File: src/hw/cpu_isa_pkg.sv
/*
 * ISA-level definitions for the 32-bit RISC pipeline.
 * Word and instruction widths, reset PC, NOP encoding
 * and the IF/ID payload handed to the decode stage.
 */

package cpu_isa_pkg;

    localparam int WORD_W = 32;                       // Data and address width
    localparam int INSN_W = 32;                       // Instruction width

    typedef logic [WORD_W-1:0] word_t;                // PC or byte address
    typedef logic [INSN_W-1:0] insn_t;                // Raw instruction word

    localparam insn_t ISA_NOP  = 32'h0000_0013;       // addi x0, x0, 0
    localparam word_t RESET_PC = '0;                  // Boot address
    localparam word_t PC_STEP  = 32'd4;               // One instruction per word

    // Payload of the IF/ID pipeline register, 66 bits
    typedef struct packed {
        word_t pc;                                    // Address of this instruction
        insn_t insn;                                  // Fetched instruction
        logic  valid;                                 // Pipeline-effective mark
        logic  fault;                                 // Bus error on this fetch
    } if_id_t;

endpackage

File: src/hw/cpu_bus_pkg.sv
/*
 * AXI4-Lite read-channel definitions for the fetch unit.
 * Channel payloads travel as packed structs; valid and
 * ready stay as separate wires next to them.
 */

package cpu_bus_pkg;

    import cpu_isa_pkg::*;

    localparam int RESP_W = 2;                        // xRESP width
    localparam int PROT_W = 3;                        // AxPROT width

    typedef logic [RESP_W-1:0] axil_resp_t;           // Read response code
    typedef logic [PROT_W-1:0] axil_prot_t;           // Access protection bits

    localparam axil_resp_t RESP_OKAY   = 2'b00;       // Normal access done
    localparam axil_resp_t RESP_SLVERR = 2'b10;       // Slave error

    // Unprivileged, secure, instruction access
    localparam axil_prot_t AR_PROT_INSN = 3'b100;

    // Read-address channel payload, 35 bits
    typedef struct packed {
        word_t      addr;                             // Byte address of the word
        axil_prot_t prot;                             // Always AR_PROT_INSN here
    } axil_ar_t;

    // Read-data channel payload, 34 bits
    typedef struct packed {
        insn_t      data;                             // Returned instruction
        axil_resp_t resp;                             // OKAY or SLVERR
    } axil_r_t;

endpackage

File: src/hw/fetch_ctrl.sv
/*
 * Fetch pipeline control.
 * Keeps a redirect that arrives under a stall until the stall
 * drops, then decides advance, redirect and buffer discard.
 */

`timescale 1ns/1ns

module fetch_ctrl import cpu_isa_pkg::*; (
    input  logic  clk,
    input  logic  rst_n,
    input  logic  id_stall,                           // Decode back-pressure
    input  logic  flush,                              // Pipeline flush request
    input  word_t new_pc,                             // Flush target
    input  logic  br_taken,                           // Taken branch
    input  word_t br_addr,                            // Branch target
    input  logic  buf_valid,                          // Fetch buffer holds an insn
    output logic  hold,                               // Freeze IF/ID
    output logic  advance,                            // Move buffer into IF/ID
    output logic  pop,                                // Release the fetch buffer
    output logic  redir_valid,                        // Apply a redirect now
    output word_t redir_pc,                           // Redirect target
    output logic  discard                             // Drop buffered or in-flight data
);

    logic  req_valid;                                 // New redirect this cycle
    word_t req_pc;                                    // Its target
    logic  pend_valid;                                // Redirect waiting on a stall
    word_t pend_pc;

    assign req_valid = flush | br_taken;
    assign req_pc    = flush ? new_pc : br_addr;      // Flush beats branch

    // Pending flag, set under stall and spent once the stall drops
    always_ff @(posedge clk) begin
        if (!rst_n) begin
            pend_valid <= 1'b0;
        end else if (id_stall) begin
            if (req_valid) begin
                pend_valid <= 1'b1;
            end
        end else begin
            pend_valid <= 1'b0;                       // Presented this cycle
        end
    end

    // Newest request overwrites an older pending target
    always_ff @(posedge clk) begin
        if (id_stall && req_valid) begin
            pend_pc <= req_pc;
        end
    end

    assign hold        = id_stall;
    assign redir_valid = !id_stall && (req_valid || pend_valid);
    assign redir_pc    = req_valid ? req_pc : pend_pc; // Live request wins
    assign advance     = buf_valid && !id_stall && !redir_valid;
    assign pop         = advance;                     // Same event, fetch side
    assign discard     = redir_valid;                 // Old path is dead

    // A redirect and a capture into IF/ID would fight over if_pc
    a_no_adv_redir: assert property (
        @(posedge clk) disable iff (!rst_n)
        !(advance && redir_valid)
    ) else $error("advance and redir_valid high together");

endmodule

File: src/hw/fetch_top.sv
/*
 * Instruction fetch stage top level.
 * Ties the pipeline control, the AXI4-Lite fetch master
 * and the IF/ID register together.
 */

`timescale 1ns/1ns

module fetch_top import cpu_isa_pkg::*, cpu_bus_pkg::*; (
    input  logic     clk,
    input  logic     rst_n,
    output axil_ar_t mem_ar,                          // Read address
    output logic     mem_ar_valid,
    input  logic     mem_ar_ready,
    input  axil_r_t  mem_r,                           // Read data
    input  logic     mem_r_valid,
    output logic     mem_r_ready,
    input  logic     id_stall,
    input  logic     flush,
    input  word_t    new_pc,
    input  logic     br_taken,
    input  word_t    br_addr,
    output if_id_t   id,
    output word_t    if_pc
);

    logic  buf_valid;                                 // Fetch buffer state
    insn_t buf_insn;
    logic  buf_fault;
    logic  hold;
    logic  advance;
    logic  pop;
    logic  redir_valid;
    word_t redir_pc;
    logic  discard;

    fetch_ctrl i_fetch_ctrl (
        .clk         (clk),
        .rst_n       (rst_n),
        .id_stall    (id_stall),
        .flush       (flush),
        .new_pc      (new_pc),
        .br_taken    (br_taken),
        .br_addr     (br_addr),
        .buf_valid   (buf_valid),
        .hold        (hold),
        .advance     (advance),
        .pop         (pop),
        .redir_valid (redir_valid),
        .redir_pc    (redir_pc),
        .discard     (discard)
    );

    insn_fetch_axil i_insn_fetch_axil (
        .clk          (clk),
        .rst_n        (rst_n),
        .fetch_addr   (if_pc),                        // Fetch from IF/ID PC
        .pop          (pop),
        .discard      (discard),
        .buf_valid    (buf_valid),
        .buf_insn     (buf_insn),
        .buf_fault    (buf_fault),
        .mem_ar       (mem_ar),
        .mem_ar_valid (mem_ar_valid),
        .mem_ar_ready (mem_ar_ready),
        .mem_r        (mem_r),
        .mem_r_valid  (mem_r_valid),
        .mem_r_ready  (mem_r_ready)
    );

    if_reg i_if_reg (
        .clk         (clk),
        .rst_n       (rst_n),
        .hold        (hold),
        .advance     (advance),
        .redir_valid (redir_valid),
        .redir_pc    (redir_pc),
        .buf_insn    (buf_insn),
        .buf_fault   (buf_fault),
        .if_pc       (if_pc),
        .id          (id)
    );

endmodule

File: src/hw/if_reg.sv
/*
 * IF/ID pipeline register.
 * Holds the fetch PC and the instruction handed to decode;
 * stall freezes it, a redirect loads a new PC and a bubble.
 */

`timescale 1ns/1ns

module if_reg import cpu_isa_pkg::*; (
    input  logic   clk,
    input  logic   rst_n,
    input  logic   hold,                              // Decode stall
    input  logic   advance,                           // Capture buffered insn
    input  logic   redir_valid,                       // Flush or branch applied
    input  word_t  redir_pc,                          // New fetch PC
    input  insn_t  buf_insn,                          // From fetch buffer
    input  logic   buf_fault,
    output word_t  if_pc,                             // Next address to fetch
    output if_id_t id                                 // To decode
);

    localparam if_id_t ID_BUBBLE = '{
        pc:    RESET_PC,
        insn:  ISA_NOP,
        valid: 1'b0,
        fault: 1'b0
    };

    // Fetch PC
    always_ff @(posedge clk) begin
        if (!rst_n) begin
            if_pc <= RESET_PC;
        end else if (!hold) begin
            if (redir_valid) begin
                if_pc <= redir_pc;                    // Jump to new path
            end else if (advance) begin
                if_pc <= if_pc + PC_STEP;             // Sequential fetch
            end
        end
    end

    // Decode-stage instruction
    always_ff @(posedge clk) begin
        if (!rst_n) begin
            id <= ID_BUBBLE;
        end else if (!hold) begin
            if (redir_valid) begin
                id.insn  <= ISA_NOP;                  // Kill whatever was there
                id.valid <= 1'b0;
                id.fault <= 1'b0;
            end else if (advance) begin
                id.pc    <= if_pc;
                id.insn  <= buf_insn;
                id.valid <= 1'b1;
                id.fault <= buf_fault;
            end else begin
                id.insn  <= ISA_NOP;                  // Bubble, buffer empty
                id.valid <= 1'b0;
                id.fault <= 1'b0;
            end
        end
    end

    // Fault comes from the fetch master two stages back
    a_fault_nop: assert property (
        @(posedge clk) disable iff (!rst_n)
        id.fault |-> (id.insn == ISA_NOP)
    ) else $error("faulting fetch carries a non-NOP instruction");

endmodule

File: src/hw/insn_fetch_axil.sv
/*
 * AXI4-Lite instruction fetch master.
 * One read in flight, one-entry instruction buffer. A redirect
 * marks an in-flight read stale; error responses become a faulting NOP.
 */

`timescale 1ns/1ns

module insn_fetch_axil import cpu_isa_pkg::*, cpu_bus_pkg::*; (
    input  logic     clk,
    input  logic     rst_n,
    input  word_t    fetch_addr,                      // if_pc from IF/ID
    input  logic     pop,                             // Buffer consumed
    input  logic     discard,                         // Redirect applied now
    output logic     buf_valid,                       // Buffer holds an insn
    output insn_t    buf_insn,
    output logic     buf_fault,                       // Buffered insn came with error
    output axil_ar_t mem_ar,
    output logic     mem_ar_valid,
    input  logic     mem_ar_ready,
    input  axil_r_t  mem_r,
    input  logic     mem_r_valid,
    output logic     mem_r_ready
);

    typedef enum logic [1:0] {
        IDLE,                                         // Nothing in flight, buffer empty
        ADDR,                                         // AR presented
        DATA,                                         // Waiting on R
        FULL                                          // Buffer holds an insn
    } state_t;

    state_t state;
    state_t state_nxt;
    word_t  ar_addr;                                  // Latched fetch address
    logic   stale;                                    // In-flight read is off-path
    logic   ar_done;                                  // AR handshake
    logic   r_done;                                   // R handshake
    logic   drop_rsp;                                 // Response goes nowhere
    logic   rsp_err;                                  // Slave reported an error

    assign ar_done  = mem_ar_valid && mem_ar_ready;
    assign r_done   = mem_r_valid && mem_r_ready;
    assign drop_rsp = stale || discard;
    assign rsp_err  = (mem_r.resp == RESP_SLVERR);

    always_comb begin
        state_nxt = state;
        case (state)
            IDLE: begin
                if (!discard) begin
                    state_nxt = ADDR;                 // if_pc settled, go fetch
                end
            end
            ADDR: begin
                if (ar_done) begin
                    state_nxt = DATA;
                end
            end
            DATA: begin
                if (r_done) begin
                    state_nxt = drop_rsp ? IDLE : FULL;
                end
            end
            FULL: begin
                if (pop || discard) begin
                    state_nxt = IDLE;                 // Consumed or flushed
                end
            end
            default: state_nxt = IDLE;
        endcase
    end

    always_ff @(posedge clk) begin
        if (!rst_n) begin
            state <= IDLE;
        end else begin
            state <= state_nxt;
        end
    end

    // Stale mark lives until its response is swallowed
    always_ff @(posedge clk) begin
        if (!rst_n) begin
            stale <= 1'b0;
        end else if (r_done) begin
            stale <= 1'b0;
        end else if (discard && (state == ADDR || state == DATA)) begin
            stale <= 1'b1;
        end
    end

    // Address is frozen from IDLE exit until AR is accepted
    always_ff @(posedge clk) begin
        if (state == IDLE && !discard) begin
            ar_addr <= fetch_addr;
        end
    end

    always_ff @(posedge clk) begin
        if (r_done && !drop_rsp) begin
            buf_insn  <= rsp_err ? ISA_NOP : mem_r.data;  // Fault turns into NOP
            buf_fault <= rsp_err;
        end
    end

    assign mem_ar       = '{addr: ar_addr, prot: AR_PROT_INSN};
    assign mem_ar_valid = (state == ADDR);
    assign mem_r_ready  = (state == DATA);            // Always ready once outstanding
    assign buf_valid    = (state == FULL);

    // AXI rule, payload holds until the slave takes it
    a_ar_stable: assert property (
        @(posedge clk) disable iff (!rst_n)
        (mem_ar_valid && !mem_ar_ready) |=> (mem_ar_valid && $stable(mem_ar))
    ) else $error("AR dropped or changed before acceptance");

    a_one_in_flight: assert property (
        @(posedge clk) disable iff (!rst_n)
        !(buf_valid && (mem_r_ready || mem_ar_valid))
    ) else $error("read issued while buffer full");

endmodule

File: config.mk
export PLATFORM = sky130hd
export DESIGN_NAME = fetch_top
export DESIGN_NICKNAME = d
export VERILOG_FILES = /design/src/hw/cpu_isa_pkg.sv /design/src/hw/cpu_bus_pkg.sv /design/src/hw/fetch_ctrl.sv /design/src/hw/fetch_top.sv /design/src/hw/if_reg.sv /design/src/hw/insn_fetch_axil.sv
export SDC_FILE = /design/constraint.sdc
export NUM_CORES = 1
export LEC_CHECK = 0
export BUFFER_PORTS_ARGS = -buffer_cell sky130_fd_sc_hd__clkbuf_2
export CORE_ASPECT_RATIO = 0.75
export CORE_UTILIZATION = 42
export CTS_BUF_LIST = sky130_fd_sc_hd__clkbuf_8
export DETAILED_ROUTE_END_ITERATION = 7
export PLACE_DENSITY = 0.67
export SLEW_MARGIN = 20
export SYNTH_ARGS = -nofsm -noshare
export SYNTH_HDL_FRONTEND = slang
export SYNTH_SLANG_ARGS = --single-unit
File: constraint.sdc
create_clock -name clk -period 7.5 [get_ports clk]
set_input_delay 1.5 -clock clk [delete_from_list [all_inputs] [get_ports clk]]
set_output_delay 1.5 -clock clk [all_outputs]
set_load 0.05 [all_outputs]
Word level (Yosys, flattened, before mapping)
Index checks and enable logic that the tools add are counted.
{ "classes": {"addsub": 1, "multipliers": 0, "div_mod_pow": 0, "magnitude_cmp": 0, "n_eq_ne": 8, "shift": 0, "n_mux": 12, "n_bitwise": 4, "n_reduce_logical": 23} }
{ "op_table": {"columns": ["cell", "n"], "rows": [
  ["$mux 32", 4],
  ["$mux 34", 2],
  ["$add 32x3->32 const B", 1],
  ["$mux 2", 5],
  ["$logic_and 1x1->1", 9],
  ["$pmux 2 s4", 1],
  ["$eq 2x2->1 const B", 3],
  ["$ne 2x2->1 const B", 3],
  ["$logic_or 1x1->1", 4],
  ["$reduce_and 2->1", 2],
  ["$reduce_and 4->1", 1],
  ["$logic_not 1->1", 3],
  ["$not 1->1", 3],
  ["$reduce_and 3->1", 1],
  ["$eq 2x1->1 const B", 1],
  ["$logic_not 2->1", 1],
  ["$ne 2x1->1 const B", 1],
  ["$reduce_bool 2->1", 1],
  ["$reduce_or 2->1", 1],
  ["$or 1x1->1", 1]
]} }
{ "totals": {"reg_bits": 199, "latchBits": 0, "ram_bits": 0, "romBits": 0, "in_bits": 105, "output_inout_bits": 135, "word_cells": 60, "mem_count": 0} }

Depth between registers and ports, before layout
Gate-level depths: netlist (run 1).
{ "logic_depth": {"depth_word": 8, "depth_mapped": 8, "ltp_nobuf": 7} }

By module
A second synthesis (run 1) with hierarchy kept.
{ "unflattened": {"cells_unflattened": 892, "hier_area_um2": 8778.4} }
{ "modules_own_cells": {"columns": ["module", "instances", "cells_each", "area_each_um2", "seq_area_each_um2"], "rows": [
  ["if_reg", 1, 540, 4292.9, 1961.9],
  ["insn_fetch_axil", 1, 136, 2454.9, 2011.9],
  ["fetch_ctrl", 1, 216, 2030.7, 980.9]
]} }

Least setup slack after synthesis (run 1)
OpenSTA, ideal clock, no wires.
{ "synth_timing": {"path_type": "in2reg", "from": "in flush", "to": "reg i_fetch_ctrl.pend_pc[0], enable pin", "t_arrival_ns": 3.650, "required_ns": 7.079, "slack_ns": 3.429, "path_stages": 6, "n_path_buf": 4, "path_cell_list": "buf_2 -> buf_2 -> nor2_1 -> buf_2 -> buf_1 -> nor2_1"} }
{ "synth_between": {"elab_chain_len": 2} }
{ "synth_lines": {"columns": ["element", "line", "rtl"], "rows": [
  ["from (decl)", "fetch_top.sv:19", "input logic flush,"],
  ["$or 1x1->1", "fetch_ctrl.sv:31", "assign req_valid = flush | br_taken;"],
  ["$logic_and 1x1->1", "fetch_ctrl.sv:49", "if (id_stall && req_valid) begin"],
  ["to (signal assigned)", "fetch_ctrl.sv:50", "pend_pc <= req_pc;"],
  ["to (decl)", "fetch_ctrl.sv:29", "word_t pend_pc;"]
]} }
Every way passes these cells.
A chain may end at the register's enable or synchronous reset.

Worst setup path in the final report (run 1)
{ "layout_timing": {"from": "in flush", "to": "reg i_insn_fetch_axil.ar_addr[6], enable pin"} }
{ "layout_between": {"elab_chain_len": 5} }
{ "layout_lines": {"columns": ["element", "line", "rtl"], "rows": [
  ["$or 1x1->1", "fetch_ctrl.sv:31", null],
  ["$logic_or 1x1->1", "fetch_ctrl.sv:55", "assign redir_valid = !id_stall && (req_valid || pend_valid);"],
  ["$logic_and 1x1->1", "fetch_ctrl.sv:55", null],
  ["$logic_not 1->1", null, null],
  ["$logic_and 1x1->1", "insn_fetch_axil.sv:95", "if (state == IDLE && !discard) begin"],
  ["to (signal assigned)", "insn_fetch_axil.sv:96", "ar_addr <= fetch_addr;"],
  ["to (decl)", "insn_fetch_axil.sv:35", "word_t ar_addr;"]
]} }
Every way passes these cells.

==> out/results.tsv, run 1 <==
stage	metric	value	unit
cells_and_area	commonest non-fill, non-tap cell in the layout	clkbuf_2	
timing	Tcrit/Tclk final	49.3	%
worst_setup_path	slowest cell delay on critical path	0.68	ns
timing	fmax	271	MHz
pwr	PwrDens	263	nW/um^2
synthesis	Ys Warns	0	
pwr	Max IR drop VDD	0.173	mV
pwr	Leak	0.00407	uW
cells_and_area	fraction of layout cells with a size suffix above 1	34.3	%
drt	DRT antenna net count	0	
clock_network	TritonCTS Sinks	199	
global_route	global-route wire length before repair	30.6	mm
drt	WL/cell	16.8	microns
cells_and_area	Layout Nets	1054	
global_route	aggregate global routing overflow	0	
timing	final hold viol count	0	
worst_setup_path	Critical Path Slowest Stage Cell	and2_2	
cells_and_area	Layout area overhead	22.1	%
synthesis	Yosys reg bits	199	
drt	Detailed Route WL	20.2	mm
drt	Vias	6124	
clock_network	CTS root buf	clkbuf_8	
place	cell area after placement	9550	sq um
global_route	GRT Total Usage	20.3	%
place	RD Place Congestion	0.820	
global_route	pin count of the biggest net entering global routing	53	
worst_setup_path	CP Cell Sequence	clkbuf_2 -> buf_4 -> or2_2 -> o21ai_1 -> buf_4 -> and2_2	
clock_network	post-CTS setup buffers	0	
timing	Period minus WS final	3.70	ns
floorplanning	Total Die Area	20000	sq um
clock_network	htree depth	4	
timing	RSZ-0062 raised after global routing	no	
drt	number of remaining DRC errors	0	
clock_network	clk_lat worst skew	0.48	ns
timing	Worst-Margin Slew	0.975	ns
floorplanning	die boundary width	163	microns
floorplanning	Core Rows	43	
worst_setup_path	Critical Path Source Type	input pin	
cells_and_area	Final Cell Area	9980	sq um
floorplanning	initial core utilization	43.5	%
worst_setup_path	crit path kind	input pin to flip-flop	
floorplanning	die height	123	microns
min_path	HP Class	flip-flop to flip-flop	
place	Port-buffer cells	236	
drt	DR vias/cell	5.09	
timing	Final setup violation count	0	
floorplanning	Core Area	18800	sq um
clock_network	Longest Clk Path Bufs	2	
synthesis	Post-synth EDFFs	97	
global_route	initial antenna violation count	0	
cells_and_area	n_diodes	0	
job	max cap viols	0	
worst_setup_path	CP required	7.61	ns
clock_network	Num CTS Buffers	17	
cells_and_area	Util after Layout	53.1	%
worst_setup_path	critical-path maximum fanout	52	
clock_network	CTS tree	done	
timing	Slew Limit Fails	0	
timing	worst clock skew	0.0196	ns
synthesis	Seq/Total Area, Yosys	60.7	%
synthesis	Synth Cell Area	8170	sq um
synthesis	Post-Syn Instances	723	
worst_setup_path	Crit path buffers/inverters	3	
cells_and_area	commonest cells after routing, fill and taps aside	clkbuf_2 (236), nand2_1 (111), dfxtp_1 (102)	
worst_setup_path	Arr. time, crit path	3.81	ns
timing	setup TNS	0	ns
synthesis	Primary FF master, synth	dfxtp_1	
worst_setup_path	Most common cell on crit path	buf_4	
timing	Slew headroom	35.0	%
floorplanning	Ports	240	
worst_setup_path	CP endpoint kind	flip-flop	
synthesis	Post-synth ARST share	0	%
synthesis	Mean Syn Cell Area	11.3	sq um
drt	TritonRoute pass-1 iters	5	
global_route	vias in the first global route	5408	
clock_network	cts hold-fix bufs	0	
timing	Fin Hold WS	0.462	ns
synthesis	Unique masters post-synth	54	
place	post-DP HPWL	14.4	mm
clock_network	clk slew on worst S/H paths	0.12	ns
worst_setup_path	CP top delay family	simple AND/OR/NAND/NOR gates	
outcome	outcome	completed	
clock_network	PostCTS Resize Cnt	0	
drt	Iter 0 DRT Violations	558	
## power breakdown
part           switching [uW]  leakage [uW]  total (uW)  internal (uW)
combinational             439       0.00211         576            137
clock                     421      0.000212         715            294
sequential               62.4       0.00175        1330           1270
## flip-flops by register name (all words and copies together), names as in the netlist
name and flops:
i_fetch_ctrl.pend_valid 1, i_insn_fetch_axil.ar_addr 32, i_insn_fetch_axil.state 2, i_insn_fetch_axil.buf_fault 1, i_insn_fetch_axil.buf_insn 32, i_if_reg.id 66
i_if_reg.if_pc 32, i_insn_fetch_axil.stale 1, i_fetch_ctrl.pend_pc 32
## cells in the mapped netlist (3+ instances only)
library cell  number  area (sq um)
buf_2             19          95.1
edfxtp_1          97          2910
dfxtp_1          102          2040
and2_1            34           213
and4_1             3          26.3
nand2_1          111           417
o21ai_0           16          80.1
a211oi_1           7          52.6
xnor2_1            6          52.6
a22o_1            31           272
ha_1               6          75.1
o211ai_1           4          30.0
buf_4              3          22.5
nor2_1            30           113
nor3_1             9          45.0
nor3_2             4          40.0
mux2_2            33           372
mux2i_1           13           130
or3_1              4          25.0
a21oi_1           53           265
clkbuf_1          22          82.6
and3_1             6          37.5
inv_1             14          52.6
a311oi_1          10          87.6
xor2_1            13           114
nand3_1           13          65.1
nand2b_1           6          37.5
o22ai_1            5          31.3
nand4_1           13          81.3
o32ai_1            4          35.0
## kinds of logic after synthesis
kind of cell,share of synthesized area [%]
adder cells (fa/ha/maj),0.919
flip-flops,60.7
other,0.0919
AND/OR/NAND/NOR,15.2
XOR/XNOR,2.04
AO/OA/AOI/OAI,11.6
buffers and inverters,3.28
multiplexers,6.14
## final timing paths
| kind | cells after the start | slack, ns | to | startpoint |
|---|---|---|---|---|
| max | 6 | 3.80 | i_insn_fetch_axil.ar_addr[6]$_DFFE_PP_ | flush |
| min reg2reg | 2 | 0.46 | i_if_reg.id[38]$_SDFFE_PN0P_ | i_if_reg.id[38]$_SDFFE_PN0P_ |
| min | 2 | 0.46 | i_if_reg.id[38]$_SDFFE_PN0P_ | i_if_reg.id[38]$_SDFFE_PN0P_ |
| max reg2reg | 6 | 5.13 | i_if_reg.if_pc[26]$_SDFFE_PN0P_ | i_if_reg.if_pc[2]$_SDFFE_PN0P_ |
## stage by stage
stage | power, uW | std cells | setup slack [ns]
5_1_grt | 2740 | 1203 | 3.66
4_1_cts | 2640 | 1203 | 3.81
3_3_place_gp | 1930 | 1171 | 3.36
2_1_floorplan | 1780 | 724 | 3.43
6_report | 2620 | 1203 | 3.80
3_5_place_dp | 1940 | 1171 | 3.31
## routing by layer
metal  routed length [microns]  global-route usage, %
met5                         0                      0
met4                       146                   4.91
met3                      1380                   4.77
met2                      8640                   29.4
met1                     10100                   30.3
## area by class of cell
cell class / count / area, sq um
inverters: 16 / 60.1
flip-flops and latches: 199 / 4950
fillers: 1708 / 8800
clock inverters: 14 / 180
multi-input cells: 463 / 2970
repair buffers: 246 / 1260
clock buffers: 18 / 248
well taps: 247 / 309
## worst register-to-register path: cells and delay by family, from the launching register on
kind                       cells  cell delay [ns]
and+or+nand+nor                3             0.96
xor gates and xnor gates       1             0.17
AOI/OAI and AO/OA              1             0.21
DFF                            1             0.60
adders and majority gates      1             0.35
(Power assumes the default switching activity.)
==> inputs of run 2 (changes only) <==
==> constraint.sdc (replaced) <==
create_clock -name clk -period 3.6 [get_ports clk]
set_input_delay 0.72 -clock clk [delete_from_list [all_inputs] [get_ports clk]]
set_output_delay 0.72 -clock clk [all_outputs]
set_load 0.05 [all_outputs]
==> run 2 against run 1 <==
Clock-buffer cell count stayed put. Die area stayed put. Combinational power is 110% higher. Final cell count is 0.75% higher. Clock power is 110% higher. Core utilization is 0.41 points higher. Total power is 110% higher. Setup slack worse by 2.4 ns. Sequential share of layout area is 0.38 points lower. Worst hold slack hardly changed. Via count is 1.9% higher.
==> out/results.tsv, run 2 (synthesized netlist as in run 1, its figures left out) <==
stage	metric	value	unit
outcome	outcome	completed	
timing	final hold viol count	0	
clock_network	htree depth	4	
floorplanning	Ports	240	
timing	Fin Hold WS	0.462	ns
cells_and_area	Layout area overhead	23.1	%
clock_network	post-CTS setup buffers	0	
worst_setup_path	critical-path maximum fanout	6	
cells_and_area	footprint of the multi-input gates	2970	sq um
global_route	global-route wire length before repair	31.6	mm
worst_setup_path	CP endpoint kind	flip-flop	
drt	DRT antenna net count	0	
job	max cap viols	0	
drt	Vias	6243	
global_route	pin count of the biggest net entering global routing	37	
cells_and_area	Biggest register	i_if_reg.id	
pwr	Max IR drop VDD	0.377	mV
worst_setup_path	Critical Path Source Type	flip-flop	
pwr	Leak	0.00412	uW
timing	setup TNS	0	ns
worst_setup_path	Critical Path Slowest Stage Cell	nor4b_4	
worst_setup_path	slowest cell delay on critical path	0.45	ns
clock_network	CTS tree	done	
drt	Iter 0 DRT Violations	555	
timing	Slew headroom	33.1	%
clock_network	TritonCTS Sinks	199	
clock_network	Longest Clk Path Bufs	2	
floorplanning	die boundary width	163	microns
cells_and_area	fraction of layout cells with a size suffix above 1	34.9	%
timing	fmax	449	MHz
clock_network	clk slew on worst S/H paths	0.11	ns
timing	Worst-Margin Slew	1.00	ns
global_route	aggregate global routing overflow	0	
timing	worst clock skew	0.0148	ns
cells_and_area	Layout Nets	1063	
global_route	vias in the first global route	5708	
cells_and_area	commonest cells after routing, fill and taps aside	clkbuf_2 (236), nand2_1 (111), dfxtp_1 (102)	
clock_network	cts hold-fix bufs	0	
place	RD Place Congestion	0.830	
cells_and_area	n_diodes	0	
floorplanning	Core Rows	43	
worst_setup_path	crit path kind	flip-flop to flip-flop	
clock_network	CTS root buf	clkbuf_8	
cells_and_area	register area	4950	sq um
cells_and_area	Layout Cells excl Fill	1212	
min_path	HP Class	flip-flop to flip-flop	
floorplanning	Core Area	18800	sq um
global_route	initial antenna violation count	0	
drt	WL/cell	17.2	microns
cells_and_area	commonest non-fill, non-tap cell in the layout	clkbuf_2	
drt	Detailed Route WL	20.8	mm
place	post-DP HPWL	15.0	mm
drt	DR vias/cell	5.15	
cells_and_area	max FFs per register	66	
clock_network	Num CTS Buffers	17	
worst_setup_path	Arr. time, crit path	2.60	ns
floorplanning	initial core utilization	43.5	%
timing	Tcrit/Tclk final	61.9	%
place	Port-buffer cells	236	
pwr	PwrDens	545	nW/um^2
floorplanning	Total Die Area	20000	sq um
drt	number of remaining DRC errors	0	
clock_network	clk_lat worst skew	0.46	ns
worst_setup_path	CP required	3.97	ns
timing	Slew Limit Fails	0	
cells_and_area	Layout fillers	1699	
timing	Final setup violation count	0	
timing	RSZ-0062 raised after global routing	no	
global_route	GRT Total Usage	21.0	%
drt	TritonRoute pass-1 iters	5	
floorplanning	die height	123	microns
worst_setup_path	CP Cell Sequence	ha_1 -> and4b_1 -> nor4b_4 -> nand4_1 -> xnor2_1 -> o211a_1	
place	dpl cells	1180	
worst_setup_path	internal reg-to-reg setup slack	1.37	ns
clock_network	PostCTS Resize Cnt	0	
timing	Period minus WS final	2.23	ns
run 2: changes by cell type in the layout (fill, tap and decap cells not counted):
cell	previous run	this run
inv_6	4	6
inv_8	3	2
buf_12	0	1
clkinv_4	1	0
buf_4	10	18
run 2: worst paths after layout:
path                                           start                         endpoint  depth (start not counted)
min reg2reg             i_if_reg.id[50]$_SDFFE_PN0P_     i_if_reg.id[50]$_SDFFE_PN0P_                          2
max reg2reg  i_insn_fetch_axil.state[0]$_SDFFE_PN0P_  i_if_reg.if_pc[19]$_SDFFE_PN0P_                          6
max          i_insn_fetch_axil.state[0]$_SDFFE_PN0P_  i_if_reg.if_pc[19]$_SDFFE_PN0P_                          6
min                     i_if_reg.id[50]$_SDFFE_PN0P_     i_if_reg.id[50]$_SDFFE_PN0P_                          2
run 2: final cells by class:
class | instances | share of cell area [%]
clock buffers | 18 | 2.46
clock inverters | 14 | 1.77
flip-flops and latches | 199 | 49.3
well taps | 247 | 3.07
multi-input cells | 463 | 29.5
repair buffers | 255 | 13.3
inverters | 16 | 0.597
run 2: critical path, delay by kind of cell (launching register included):
family	cells	cell delay [ns]
and+or+nand+nor	3	1.02
DFF	1	0.43
adders and majority gates	1	0.33
AOI/OAI and AO/OA	1	0.20
xor gates and xnor gates	1	0.16
run 2: metal layers:
layer	vias to the layer above	global-route usage, %	wire length [microns]
met4	0	5.08	220
met3	14	5.44	1750
met5	-	0	0
met2	275	30.7	8890
li1	3064	-	-
met1	2890	30.7	9940
run 2: power by group:
| group | switching (uW) | internal (uW) | leakage, uW |
|---|---|---|---|
| logic | 923 | 294 | 0.00215 |
| clock network | 871 | 612 | 0.000211 |
| registers | 130 | 2650 | 0.00175 |
run 2: per-stage QoR:
step                util [%]  worst slack [ns]  total power (uW)  cell area [sq um]
floorplan                  -             0.309              3700               8170
global placement        51.3             0.948              4050               9630
global route            53.6              1.24              5710              10100
detailed placement      51.3             0.910              4060               9630
CTS                     53.6              1.36              5520              10100
finish                  53.6              1.37              5480              10100
